$ cat src/pool_params.svh
`ifndef POOL_PARAMS_SVH
`define POOL_PARAMS_SVH

// Datapath geometry
`define BURST_LEN     16	// Channel lanes per atom
`define DATA_W        16	// Bits per channel word

// Largest window is 2**MAX_WIN_SHIFT atoms
`define MAX_WIN_SHIFT 4

// Buffering and flow control
`define IN_DEPTH      4	// Input word FIFO, equals host credits after reset
`define OUT_DEPTH     2	// Result FIFO depth in atoms
`define OUT_CREDITS   4	// Words the serializer may send before a credit returns

`endif

$ cat src/pool_pkg.sv
`include "pool_params.svh"

package pool_pkg;

	// One channel value as it travels on the word streams
	typedef logic [`DATA_W-1:0] word_t;

	// One value per channel, index 0 is the first word on the stream
	typedef word_t [`BURST_LEN-1:0] atom_t;

	// Lane accumulator, wide enough for a full window sum
	typedef logic [`DATA_W+`MAX_WIN_SHIFT-1:0] sum_t;

	// Pooling operation
	typedef enum logic {
		POOL_MAX = 1'b0,	// Largest unsigned value in the window
		POOL_AVE = 1'b1	// Window sum shifted right by win_shift
	} pool_op_e;

	// Layer configuration, latched on start
	typedef struct packed {
		pool_op_e    op;
		logic [2:0]  win_shift;	// Window is 2**win_shift atoms
		logic [15:0] n_windows;	// Windows in the layer
	} pool_cfg_t;

endpackage

$ cat src/atom_deserializer.sv
`timescale 1ns/100ps
`include "pool_params.svh"

module atom_deserializer (
	input  logic            clk,
	input  logic            rst,
	input  logic            i_valid,	// Word from the input FIFO
	input  pool_pkg::word_t i_data,
	output logic            o_ready,
	output logic            o_valid,	// Complete atom waiting
	output pool_pkg::atom_t o_atom,
	input  logic            i_ready	// Lanes take the atom
);

	localparam int CNT_W = $clog2(`BURST_LEN);

	logic [CNT_W-1:0] word_cnt;	// Words gathered into the current atom
	logic             full_q;	// Atom complete, not yet taken
	logic             take;
	pool_pkg::atom_t  atom_q;	// Shift register, oldest word ends at index 0

	assign o_ready = !full_q;	// Hold off new words while the atom waits
	assign o_valid = full_q;
	assign o_atom  = atom_q;
	assign take    = i_valid && o_ready;

	// New word enters at the top and walks down one lane per word
	always_ff @(posedge clk) begin
		if (take) begin
			atom_q <= {i_data, atom_q[`BURST_LEN-1:1]};
		end
	end

	always_ff @(posedge clk or posedge rst) begin
		if (rst) begin
			word_cnt <= '0;
			full_q   <= 1'b0;
		end else if (take) begin
			if (word_cnt == CNT_W'(`BURST_LEN - 1)) begin
				word_cnt <= '0;
				full_q   <= 1'b1;	// Valid on the next cycle
			end else begin
				word_cnt <= word_cnt + 1'b1;
			end
		end else if (full_q && i_ready) begin
			full_q <= 1'b0;	// Atom handed to the lanes
		end
	end

endmodule

$ cat src/atom_serializer.sv
`timescale 1ns/100ps
`include "pool_params.svh"

module atom_serializer (
	input  logic            clk,
	input  logic            rst,
	input  logic            i_valid,	// Result atom from the FIFO
	input  pool_pkg::atom_t i_atom,
	output logic            o_ready,
	output logic            o_out_valid,	// One word, spends one credit
	output pool_pkg::word_t o_out_data,
	input  logic            i_out_credit,	// Receiver returns one credit
	output logic            o_atom_sent	// With the last word of an atom
);

	localparam int CRD_W = $clog2(`OUT_CREDITS + 1);
	localparam int IDX_W = $clog2(`BURST_LEN);

	logic [CRD_W-1:0] credits;	// Words the receiver can still take
	logic [IDX_W-1:0] word_idx;	// Next lane to send
	logic             busy_q;	// Atom loaded, words remain
	logic             send;
	logic             last_word;
	logic             take;
	pool_pkg::atom_t  atom_q;

	assign send      = busy_q && (credits != '0);
	assign last_word = (word_idx == IDX_W'(`BURST_LEN - 1));
	assign o_ready   = !busy_q || (send && last_word);	// Reload behind the last word
	assign take      = i_valid && o_ready;

	always_ff @(posedge clk) begin
		if (take) begin
			atom_q <= i_atom;
		end
		if (send) begin
			o_out_data <= atom_q[word_idx];
		end
	end

	always_ff @(posedge clk or posedge rst) begin
		if (rst) begin
			credits     <= CRD_W'(`OUT_CREDITS);
			word_idx    <= '0;
			busy_q      <= 1'b0;
			o_out_valid <= 1'b0;
			o_atom_sent <= 1'b0;
		end else begin
			o_out_valid <= send;
			o_atom_sent <= send && last_word;
			case ({i_out_credit, send})	// Return and spend may coincide
				2'b10:   credits <= credits + 1'b1;
				2'b01:   credits <= credits - 1'b1;
				default: ;
			endcase
			if (send) begin
				word_idx <= last_word ? '0 : word_idx + 1'b1;
			end
			if (take) begin
				busy_q <= 1'b1;
			end else if (send && last_word) begin
				busy_q <= 1'b0;
			end
		end
	end

	// Receiver only returns credits it holds, so the count stays within OUT_CREDITS
	a_credit_max: assert property (@(posedge clk) disable iff (rst)
		i_out_credit |-> (credits < CRD_W'(`OUT_CREDITS)));

endmodule

$ cat src/credit_fifo.sv
`timescale 1ns/100ps

module credit_fifo #(
	parameter type T     = logic [15:0],	// Payload type
	parameter int  DEPTH = 4	// Entries
) (
	input  logic clk,
	input  logic rst,
	input  logic i_valid,	// Write request
	input  T     i_data,
	output logic o_ready,	// At least one free entry
	output logic o_valid,	// Head entry present
	output T     o_data,
	input  logic i_ready	// Reader takes the head
);

	localparam int PTR_W = (DEPTH > 1) ? $clog2(DEPTH) : 1;
	localparam int CNT_W = $clog2(DEPTH + 1);

	T                 mem [DEPTH];	// Circular storage
	logic [PTR_W-1:0] wr_ptr;
	logic [PTR_W-1:0] rd_ptr;
	logic [CNT_W-1:0] count;	// Occupancy
	logic             wr_en;
	logic             rd_en;

	// Wrap at DEPTH, which need not be a power of two
	function automatic logic [PTR_W-1:0] ptr_inc(input logic [PTR_W-1:0] p);
		return (p == PTR_W'(DEPTH - 1)) ? '0 : p + 1'b1;
	endfunction

	assign o_ready = (count != CNT_W'(DEPTH));
	assign o_valid = (count != '0);
	assign o_data  = mem[rd_ptr];	// Head shows the cycle after its write
	assign wr_en   = i_valid && o_ready;
	assign rd_en   = o_valid && i_ready;	// Pop strobe

	always_ff @(posedge clk) begin
		if (wr_en) begin
			mem[wr_ptr] <= i_data;
		end
	end

	always_ff @(posedge clk or posedge rst) begin
		if (rst) begin
			wr_ptr <= '0;
			rd_ptr <= '0;
			count  <= '0;
		end else begin
			if (wr_en) begin
				wr_ptr <= ptr_inc(wr_ptr);
			end
			if (rd_en) begin
				rd_ptr <= ptr_inc(rd_ptr);
			end
			case ({wr_en, rd_en})
				2'b10:   count <= count + 1'b1;
				2'b01:   count <= count - 1'b1;
				default: ;	// Idle or simultaneous push and pop
			endcase
		end
	end

	// A word offered to a full buffer is lost unless the writer holds it
	a_write_held: assert property (@(posedge clk) disable iff (rst)
		(i_valid && !o_ready) |=> (i_valid && $stable(i_data)));
	// Head of a non-empty buffer is always a written entry
	a_head_known: assert property (@(posedge clk) disable iff (rst)
		o_valid |-> !$isunknown(o_data));

endmodule

$ cat src/pool_ctrl.sv
`timescale 1ns/100ps

module pool_ctrl (
	input  logic                clk,
	input  logic                rst,
	input  logic                i_start,	// One cycle, with i_cfg
	input  pool_pkg::pool_cfg_t i_cfg,
	input  logic                i_atom_sent,	// One window left the serializer
	output pool_pkg::pool_cfg_t o_cfg,	// Held for the whole layer
	output logic                o_busy,
	output logic                o_done	// Pulse after the last window
);

	logic [15:0] win_done;	// Windows fully sent

	always_ff @(posedge clk or posedge rst) begin
		if (rst) begin
			o_cfg    <= '0;
			o_busy   <= 1'b0;
			o_done   <= 1'b0;
			win_done <= '0;
		end else begin
			o_done <= 1'b0;
			if (i_start && !o_busy) begin
				o_cfg    <= i_cfg;
				o_busy   <= 1'b1;
				win_done <= '0;
			end else if (o_busy && i_atom_sent) begin
				if (win_done == o_cfg.n_windows - 16'd1) begin
					o_busy   <= 1'b0;	// Falls together with done
					o_done   <= 1'b1;
					win_done <= '0;
				end else begin
					win_done <= win_done + 16'd1;
				end
			end
		end
	end

	// Host waits for done before the next layer
	a_start_idle: assert property (@(posedge clk) disable iff (rst)
		i_start |-> !o_busy);

endmodule

$ cat src/pool_engine.sv
`timescale 1ns/100ps
`include "pool_params.svh"

module pool_engine (
	input  logic                clk,
	input  logic                rst,
	input  logic                i_start,
	input  pool_pkg::pool_cfg_t i_cfg,
	input  logic                i_in_valid,	// Word in, host holds a credit
	input  pool_pkg::word_t     i_in_data,
	output logic                o_in_credit,	// One input credit back
	output logic                o_out_valid,	// Word out, spends a credit
	output pool_pkg::word_t     o_out_data,
	input  logic                i_out_credit,
	output logic                o_busy,
	output logic                o_done
);

	logic                in_valid;	// Input FIFO head
	pool_pkg::word_t     in_word;
	logic                deser_ready;
	logic                atom_valid;	// Deserializer to lanes
	pool_pkg::atom_t     atom;
	logic                lane_ready;
	logic                res_valid;	// Lanes to result FIFO
	pool_pkg::atom_t     res_atom;
	logic                res_ready;
	logic                out_valid;	// Result FIFO to serializer
	pool_pkg::atom_t     out_atom;
	logic                ser_ready;
	logic                atom_sent;
	pool_pkg::pool_cfg_t cfg;

	assign o_in_credit = in_valid && deser_ready;	// Input FIFO pop

	// Host credits guarantee room in the input FIFO
	credit_fifo #(.T(pool_pkg::word_t), .DEPTH(`IN_DEPTH)) u_in_fifo (
		.clk(clk), .rst(rst),
		.i_valid(i_in_valid), .i_data(i_in_data), .o_ready(),
		.o_valid(in_valid), .o_data(in_word), .i_ready(deser_ready)
	);

	atom_deserializer u_deser (
		.clk(clk), .rst(rst),
		.i_valid(in_valid), .i_data(in_word), .o_ready(deser_ready),
		.o_valid(atom_valid), .o_atom(atom), .i_ready(lane_ready)
	);

	pool_lane_array u_lanes (
		.clk(clk), .rst(rst), .i_cfg(cfg), .i_busy(o_busy),
		.i_valid(atom_valid), .i_atom(atom), .o_ready(lane_ready),
		.o_valid(res_valid), .o_atom(res_atom), .i_ready(res_ready)
	);

	credit_fifo #(.T(pool_pkg::atom_t), .DEPTH(`OUT_DEPTH)) u_res_fifo (
		.clk(clk), .rst(rst),
		.i_valid(res_valid), .i_data(res_atom), .o_ready(res_ready),
		.o_valid(out_valid), .o_data(out_atom), .i_ready(ser_ready)
	);

	atom_serializer u_ser (
		.clk(clk), .rst(rst),
		.i_valid(out_valid), .i_atom(out_atom), .o_ready(ser_ready),
		.o_out_valid(o_out_valid), .o_out_data(o_out_data),
		.i_out_credit(i_out_credit), .o_atom_sent(atom_sent)
	);

	pool_ctrl u_ctrl (
		.clk(clk), .rst(rst), .i_start(i_start), .i_cfg(i_cfg),
		.i_atom_sent(atom_sent), .o_cfg(cfg), .o_busy(o_busy), .o_done(o_done)
	);

endmodule

$ cat src/pool_lane_array.sv
`timescale 1ns/100ps
`include "pool_params.svh"

module pool_lane_array (
	input  logic                clk,
	input  logic                rst,
	input  pool_pkg::pool_cfg_t i_cfg,	// Latched layer configuration
	input  logic                i_busy,	// Layer running
	input  logic                i_valid,	// Atom from the deserializer
	input  pool_pkg::atom_t     i_atom,
	output logic                o_ready,
	output logic                o_valid,	// Pooled atom toward the result FIFO
	output pool_pkg::atom_t     o_atom,
	input  logic                i_ready
);

	localparam int CNT_W = `MAX_WIN_SHIFT + 1;

	logic [CNT_W-1:0] win_cnt;	// Atoms taken in the current window
	logic [CNT_W-1:0] win_last_idx;
	logic             win_first;
	logic             win_last;
	logic             is_max;
	logic             take;
	pool_pkg::sum_t   acc_q [`BURST_LEN];	// Running max or sum per channel
	pool_pkg::word_t  res_q [`BURST_LEN];	// Finished window per channel

	assign win_last_idx = (CNT_W'(1) << i_cfg.win_shift) - 1'b1;
	assign win_first    = (win_cnt == '0);
	assign win_last     = (win_cnt == win_last_idx);
	assign is_max       = (i_cfg.op == pool_pkg::POOL_MAX);
	// Only a closing atom needs a free output register, the rest keep accumulating
	assign o_ready      = i_busy && (!win_last || !o_valid || i_ready);
	assign take         = i_valid && o_ready;

	for (genvar g = 0; g < `BURST_LEN; g++) begin : g_lane
		pool_pkg::sum_t in_ext;	// Channel value, zero extended
		pool_pkg::sum_t acc_next;
		pool_pkg::sum_t acc_shr;	// Floor divide by window length

		assign in_ext  = pool_pkg::sum_t'(i_atom[g]);
		assign acc_shr = acc_next >> i_cfg.win_shift;

		always_comb begin
			if (win_first) begin
				acc_next = in_ext;	// First atom loads
			end else if (is_max) begin
				acc_next = (in_ext > acc_q[g]) ? in_ext : acc_q[g];
			end else begin
				acc_next = acc_q[g] + in_ext;	// Cannot overflow within 2**MAX_WIN_SHIFT
			end
		end

		always_ff @(posedge clk) begin
			if (take) begin
				acc_q[g] <= acc_next;
				if (win_last) begin
					res_q[g] <= is_max ? acc_next[`DATA_W-1:0] : acc_shr[`DATA_W-1:0];
				end
			end
		end
	end

	// Lane 0 goes out first
	always_comb begin
		for (int l = 0; l < `BURST_LEN; l++) begin
			o_atom[l] = res_q[l];
		end
	end

	always_ff @(posedge clk or posedge rst) begin
		if (rst) begin
			win_cnt <= '0;
			o_valid <= 1'b0;
		end else begin
			if (take) begin
				win_cnt <= win_last ? '0 : win_cnt + 1'b1;
			end
			if (take && win_last) begin
				o_valid <= 1'b1;	// Push the cycle after the last atom
			end else if (i_ready) begin
				o_valid <= 1'b0;
			end
		end
	end

	// Host must keep the window inside the accumulator width
	a_win_shift: assert property (@(posedge clk) disable iff (rst)
		i_busy |-> (i_cfg.win_shift <= `MAX_WIN_SHIFT));

endmodule

$ cat config.mk
export PLATFORM = sky130hd
export DESIGN_NAME = pool_engine
export DESIGN_NICKNAME = d
export VERILOG_FILES = /design/src/pool_pkg.sv /design/src/atom_deserializer.sv /design/src/atom_serializer.sv /design/src/credit_fifo.sv /design/src/pool_ctrl.sv /design/src/pool_engine.sv /design/src/pool_lane_array.sv
export VERILOG_INCLUDE_DIRS = /design/src
export SDC_FILE = /design/constraint.sdc
export NUM_CORES = 2
export LEC_CHECK = 0
export BUFFER_PORTS_ARGS = -buffer_cell sky130_fd_sc_hd__buf_4
export CAP_MARGIN = 20
export CORE_MARGIN = 4
export CORE_UTILIZATION = 55
export DETAILED_ROUTE_END_ITERATION = 6
export PLACE_DENSITY = 0.71
export SLEW_MARGIN = 0
export SYNTH_ARGS = -nofsm -noshare
export SYNTH_HDL_FRONTEND = slang
export SYNTH_SLANG_ARGS = --single-unit
export TNS_END_PERCENT = 50
$ cat constraint.sdc
create_clock -name clk -period 35.5 [get_ports clk]
set_input_delay 5.325 -clock clk [delete_from_list [all_inputs] [get_ports clk]]
set_output_delay 5.325 -clock clk [all_outputs]
set_load 0.01 [all_outputs]
# After elaboration in Yosys (flattened, before gate mapping)
# Memories as Yosys holds them, arrays and structs flattened. A register that Yosys moved wholly into a read port is not among the register bits.
# Cells that the tools add are included.
[word_totals]
regBits = 326
ram_bits = 1152
in_bits = 41
output_inout_bits = 20
wordCells = 256
memories = 4
[mem_list]
columns = ["name", "words", "width", "rd", "rd_ports_with_merged_regs", "wr", "line", "rtl"]
rows = [
  ["u_res_fifo.mem", 2, 256, 1, 1, 1, "credit_fifo.sv:20", "T mem [DEPTH];"],
  ["u_lanes.acc_q", 16, 20, 16, 0, 16, "pool_lane_array.sv:25", "pool_pkg::sum_t acc_q [`BURST_LEN];"],
  ["u_lanes.res_q", 16, 16, 16, 0, 16, "pool_lane_array.sv:26", "pool_pkg::word_t res_q [`BURST_LEN];"],
  ["u_in_fifo.mem", 4, 16, 1, 1, 1, "credit_fifo.sv:20", ""],
]
[op_classes]
n_addsub = 32
order_cmp = 17
n_eq_ne = 15
shifts = 17
muxes = 101
reduce_logical = 33
[ops]
columns = ["op", "n"]
rows = [
  ["$mux W20", 48],
  ["$add A20 B16 Y20", 16],
  ["$gt A16 B20 Y1", 16],
  ["$mux W16", 20],
  ["$shr A20 B3 Y16", 16],
  ["$bmux W16 S4", 1],
  ["$mux W1", 24],
  ["$reduce_bool A2 Y1", 9],
  ["$add A16 B1 Y16 const B", 1],
  ["$eq A16 B16 Y1", 1],
  ["$sub A16 B1 Y16 const B", 1],
  ["$pmux W3 S2", 2],
  ["$logic_and A1 B1 Y1", 11],
  ["$eq A2 B2 Y1 const B", 5],
  ["$add A4 B1 Y4 const B", 2],
  ["$eq A4 B4 Y1 const B", 2],
  ["$mux W4", 2],
  ["$add A2 B1 Y2 const B", 3],
  ["$add A3 B1 Y3 const B", 2],
  ["$eq A2 B1 Y1 const B", 3],
  ["$reduce_bool A3 Y1", 2],
  ["$sub A3 B1 Y3 const B", 2],
  ["$add A5 B1 Y5 const B", 1],
  ["$eq A5 B5 Y1", 1],
  ["15 further kinds", 24],
]

# Depth between registers and ports, before layout
[logic_depth]
word_depth = 10
ltp_mapped = 16

# By module
# From an unflattened synthesis, not the netlist that was laid out.
[unflattened]
hier_cells = 8563
area_unflattened_um2 = 101562.4
[modules_own_cells]
columns = ["mod", "n_inst", "cells_per_inst", "area_per_inst_um2"]
rows = [
  ["pool_lane_array", 1, 6656, 58332.2],
  ["credit_fifo (u_res_fifo)", 1, 815, 19681.4],
  ["atom_serializer", 1, 454, 10506.3],
  ["atom_deserializer", 1, 281, 7926.4],
  ["credit_fifo (u_in_fifo)", 1, 125, 2768.9],
  ["pool_ctrl", 1, 231, 2341.0],
  ["pool_engine", 1, 1, 6.3],
]

# Worst setup path after synthesis
# OpenSTA, ideal clock, no wires.
[synth_path]
path_type = "register to output"
start = "reg u_in_fifo.count[0]"
end = "out o_in_credit"
arrival_time_ps = 11495
required_time_ps = 30175
path_slack_ps = 18680
path_stages_with_launch = 3
cell_sequence = "dfrtp_1 -> nor3_1 -> nor2_1"
[synth_between]
elab_chain_len = 2
[synth_lines]
columns = ["item", "line", "rtl"]
rows = [
  ["start, declared", "credit_fifo.sv:23", "logic [CNT_W-1:0] count;"],
  ["start signal, assigned", "credit_fifo.sv:57", "2'b10: count <= count + 1'b1;"],
  ["start signal, assigned", "credit_fifo.sv:58", "2'b01: count <= count - 1'b1;"],
  ["$reduce_bool A3 Y1", "credit_fifo.sv:33", "assign o_valid = (count != '0);"],
  ["$logic_and A1 B1 Y1", "pool_engine.sv:34", "assign o_in_credit = in_valid && deser_ready;"],
  ["end, declared", "pool_engine.sv:11", "output logic o_in_credit,"],
]
# Every way passes these cells.

# Worst setup path after layout
# Same ends and word-level chain as after synthesis.

==> results.ini <==
[status]
status = finished, violations left
violations = DRC

[yosys]
yosys_most_used_dff = edfxtp_1
synth_mux_area_share_pct = 8.20
synth-compound-area-share_pct = 16.0
synth.avg_cell_area_um2 = 11.5
async_reset_ff_share_pct = 4.00
synth_top_area_cell = edfxtp_1
synthesis.nets = 9269
synth_adder_area_share_pct = 6.97
synth.top_cells.by_area = edfxtp_1, ha_1, mux2_2, a21oi_1, mux4_2
synth_edf_count = 1680
synthXorXnorAreaFrac_pct = 2.40
synth_cell_types = 109
yosysSeqAreaShare_pct = 52.3
ys_warn_count = 0
syn-cell-area_um2 = 99800
synth_top_area_share_pct = 50.6
yosys.area_share.simple_pct = 9.91
synth_top_family_by_area = compound AO/OA/AOI/OAI gates
synth_cells = 8683
ys_seq_elements = 1750

[placed_design]
hpwl_mm = 226
dp_cells = 10776
place_congestion = 0.988
io_buffers = 60

[clock_tree]
cts_sinks = 1750
htreeDepth = 4
clock_tree.buffer_depth = 3
holdBufCountCts = 0
cts_tree = done
clkTransAtPathRegs_ps = 60
post_cts_resized = 0
postCtsSetupBuffers = 0
cts_made_buffers = 183
clk_latency_ps = 870
cts-root-buf = clkbuf_16

[sta]
fin_setup_tns_ps = 0
hold_viol = 0
grt_setup_unrepaired = false
worstMarginPinSlew_ps = 1290
period_needed_ps = 7260
finalMaxSlewViolations = 0
fin_crit_sh_pct = 20.5
finalSetupViolCount = 0
clock_skew_ps = 41.9
clock.fmax_mhz = 138
maxSlewHeadroom_pct = 13.5
timing.hold.ws_ps = 421

[floorplan]
core-area_um2 = 181000
dieWidth_um = 434
initial_core_util_pct = 55.3
dieHeight_um = 434
die_area_um2 = 188000
io_pins = 61
row_count = 156

[min_path]
hp-class = flop to flop
whs_path_depth = 0

[layout]
fillers = 14192
drive_gt1_share_pct = 12.3
area_delta_synth_final_pct = 9.23
seqCellArea_um2 = 52200
multi_input_area_um2 = 43500
layout_common_cells = edfxtp_1, inv_1, nor2_1
stdcell_count = 11137
final_nets = 9183
final_common_cell = edfxtp_1

[route]
ant_nets = 0
wl_mm = 326
viasPerCell = 6.86
wl_per_cell_um = 29.3
drtIter0Drc = 12308
num_vias = 76350
drc_errors = 35
drtPass1Iterations = 7

[critical_path]
path_max_fanout = 3
endpoint_kind = output pin
cp.required_ps = 30170
cp_cell_sequence = nor3_1, nor2_4, buf_4
critPathLaunchType = flop
crit_type = flop to output pin
r2r_cells = 13
arrival_ps = 1940
ff2ff_setup_slack_ps = 28830
cp_slowest_cell = nor3_1
max_stage_delay_ps = 410

[global_routing]
grt_usage_pct = 34.0
grt_max_degree = 152
grt_pass1_vias = 71859
grt_overflow = 0
antenna_found_initial = 31
grt_pass1_wl_mm = 475

[power]
power_density_nw_per_um2 = 103
leakage_nw = 40.2
vdd_drop_max_mv = 0.0658
p_total_mw = 11.3

[job]
drv_cap = 0

## through the flow
| stage | worst slack (ps) | utilization [%] | cell area [um^2] |
|---|---|---|---|
| 2_1_floorplan | 18680 | - | 99800 |
| 3_3_place_gp | 28480 | 56.9 | 103000 |
| 3_5_place_dp | 28450 | 56.9 | 103000 |
| 4_1_cts | 28170 | 60.3 | 109000 |
| 5_1_grt | 28160 | 60.3 | 109000 |
| 6_report | 28240 | 60.4 | 109000 |
## cells in the mapped netlist, drive strengths merged, types with 30 or more instances
master and n:
edfxtp 1680, inv 643, nor2 603, a21oi 542, nand2 529, ha 527
o21ai 372, clkbuf 366, mux2 329, mux2i 191, nor3 189, xnor2 174
o22ai 156, nand3 140, mux4 114, o221ai 109, buf 105, a22oi 101
xor2 99, o211ai 87, nor2b 85, a221oi 84, nand4 82, nand2b 79
nor4 78, a21o 77, a31oi 75, a211oi 74, dfrtp 69, o31ai 66
or3 58, o21bai 53, a221o 50, o21a 48, and3 44, and2 43
or2 34, a2bb2oi 31, a2111oi 30
## metal layers
metal | global-route usage (%) | vias to the layer above | share of wire (%)
met5 | 0 | - | 0.028
met4 | 14.9 | 14 | 4.8
met3 | 10.1 | 935 | 13
met2 | 49.6 | 5121 | 43
met1 | 47.1 | 37273 | 39
li1 | - | 33007 | -
## worst max-delay path: cells and delay by family (launching register included)
family | cells | cell delay [ps]
simple gates | 2 | 530
flops | 1 | 400
buf+inv | 1 | 170
## state kept, by name (all words and copies together) (netlist names), 5 cells and up
| register | cells |
|---|---|
| u_res_fifo.mem | 512 |
| u_lanes.acc_q | 320 |
| u_deser.o_atom | 256 |
| u_lanes.res_q | 256 |
| u_ser.atom_q | 256 |
| u_in_fifo.mem | 64 |
| u_ctrl.o_cfg | 20 |
| u_ctrl.win_done | 16 |
| u_ser.o_out_data | 16 |
| u_lanes.win_cnt | 5 |
## final cells by class
| cell class | count | area share [%] |
|---|---|---|
| flip-flops and latches | 1750 | 47.9 |
| clock buffers | 213 | 4.37 |
| repair buffers | 200 | 1.45 |
| well taps | 2370 | 2.72 |
| multi-input cells | 5819 | 39.9 |
| inverters | 643 | 2.24 |
| clock inverters | 123 | 1.33 |
| diodes | 19 | 0.0436 |
## worst paths after layout
check | start | endpoint
hold / removal | u_lanes.res_q[0][29]$_DFFE_PP_ | u_res_fifo.mem[1][29]$_DFFE_PP_
setup / recovery | u_in_fifo.count[0]$_DFFE_PP0P_ | o_in_credit
hold reg to reg | u_lanes.res_q[0][29]$_DFFE_PP_ | u_res_fifo.mem[1][29]$_DFFE_PP_
max in group asynchronous | rst | u_ctrl.o_cfg[16]$_DFFE_PP0P_
setup reg to reg | u_ctrl.o_cfg[18]$_DFFE_PP0P_ | u_lanes.acc_q[0][146]$_DFFE_PP_
min in group asynchronous | rst | u_ser.word_idx[2]$_DFFE_PP0P_
## cell families after synthesis
| logic type | count (synthesis) |
|---|---|
| XOR/XNOR | 273 |
| AO/OA/AOI/OAI | 2309 |
| buffers and inverters | 1114 |
| multiplexers | 634 |
| adder cells (fa/ha/maj) | 545 |
| flip-flops | 1750 |
| AND/OR/NAND/NOR | 2058 |
## where the power goes
part / switching, mW / internal, mW
clock: 0.857 / 1.14
sequential: 0.580 / 2.99
combinational: 3.57 / 2.13
Power figures use the tool's default switching activity.
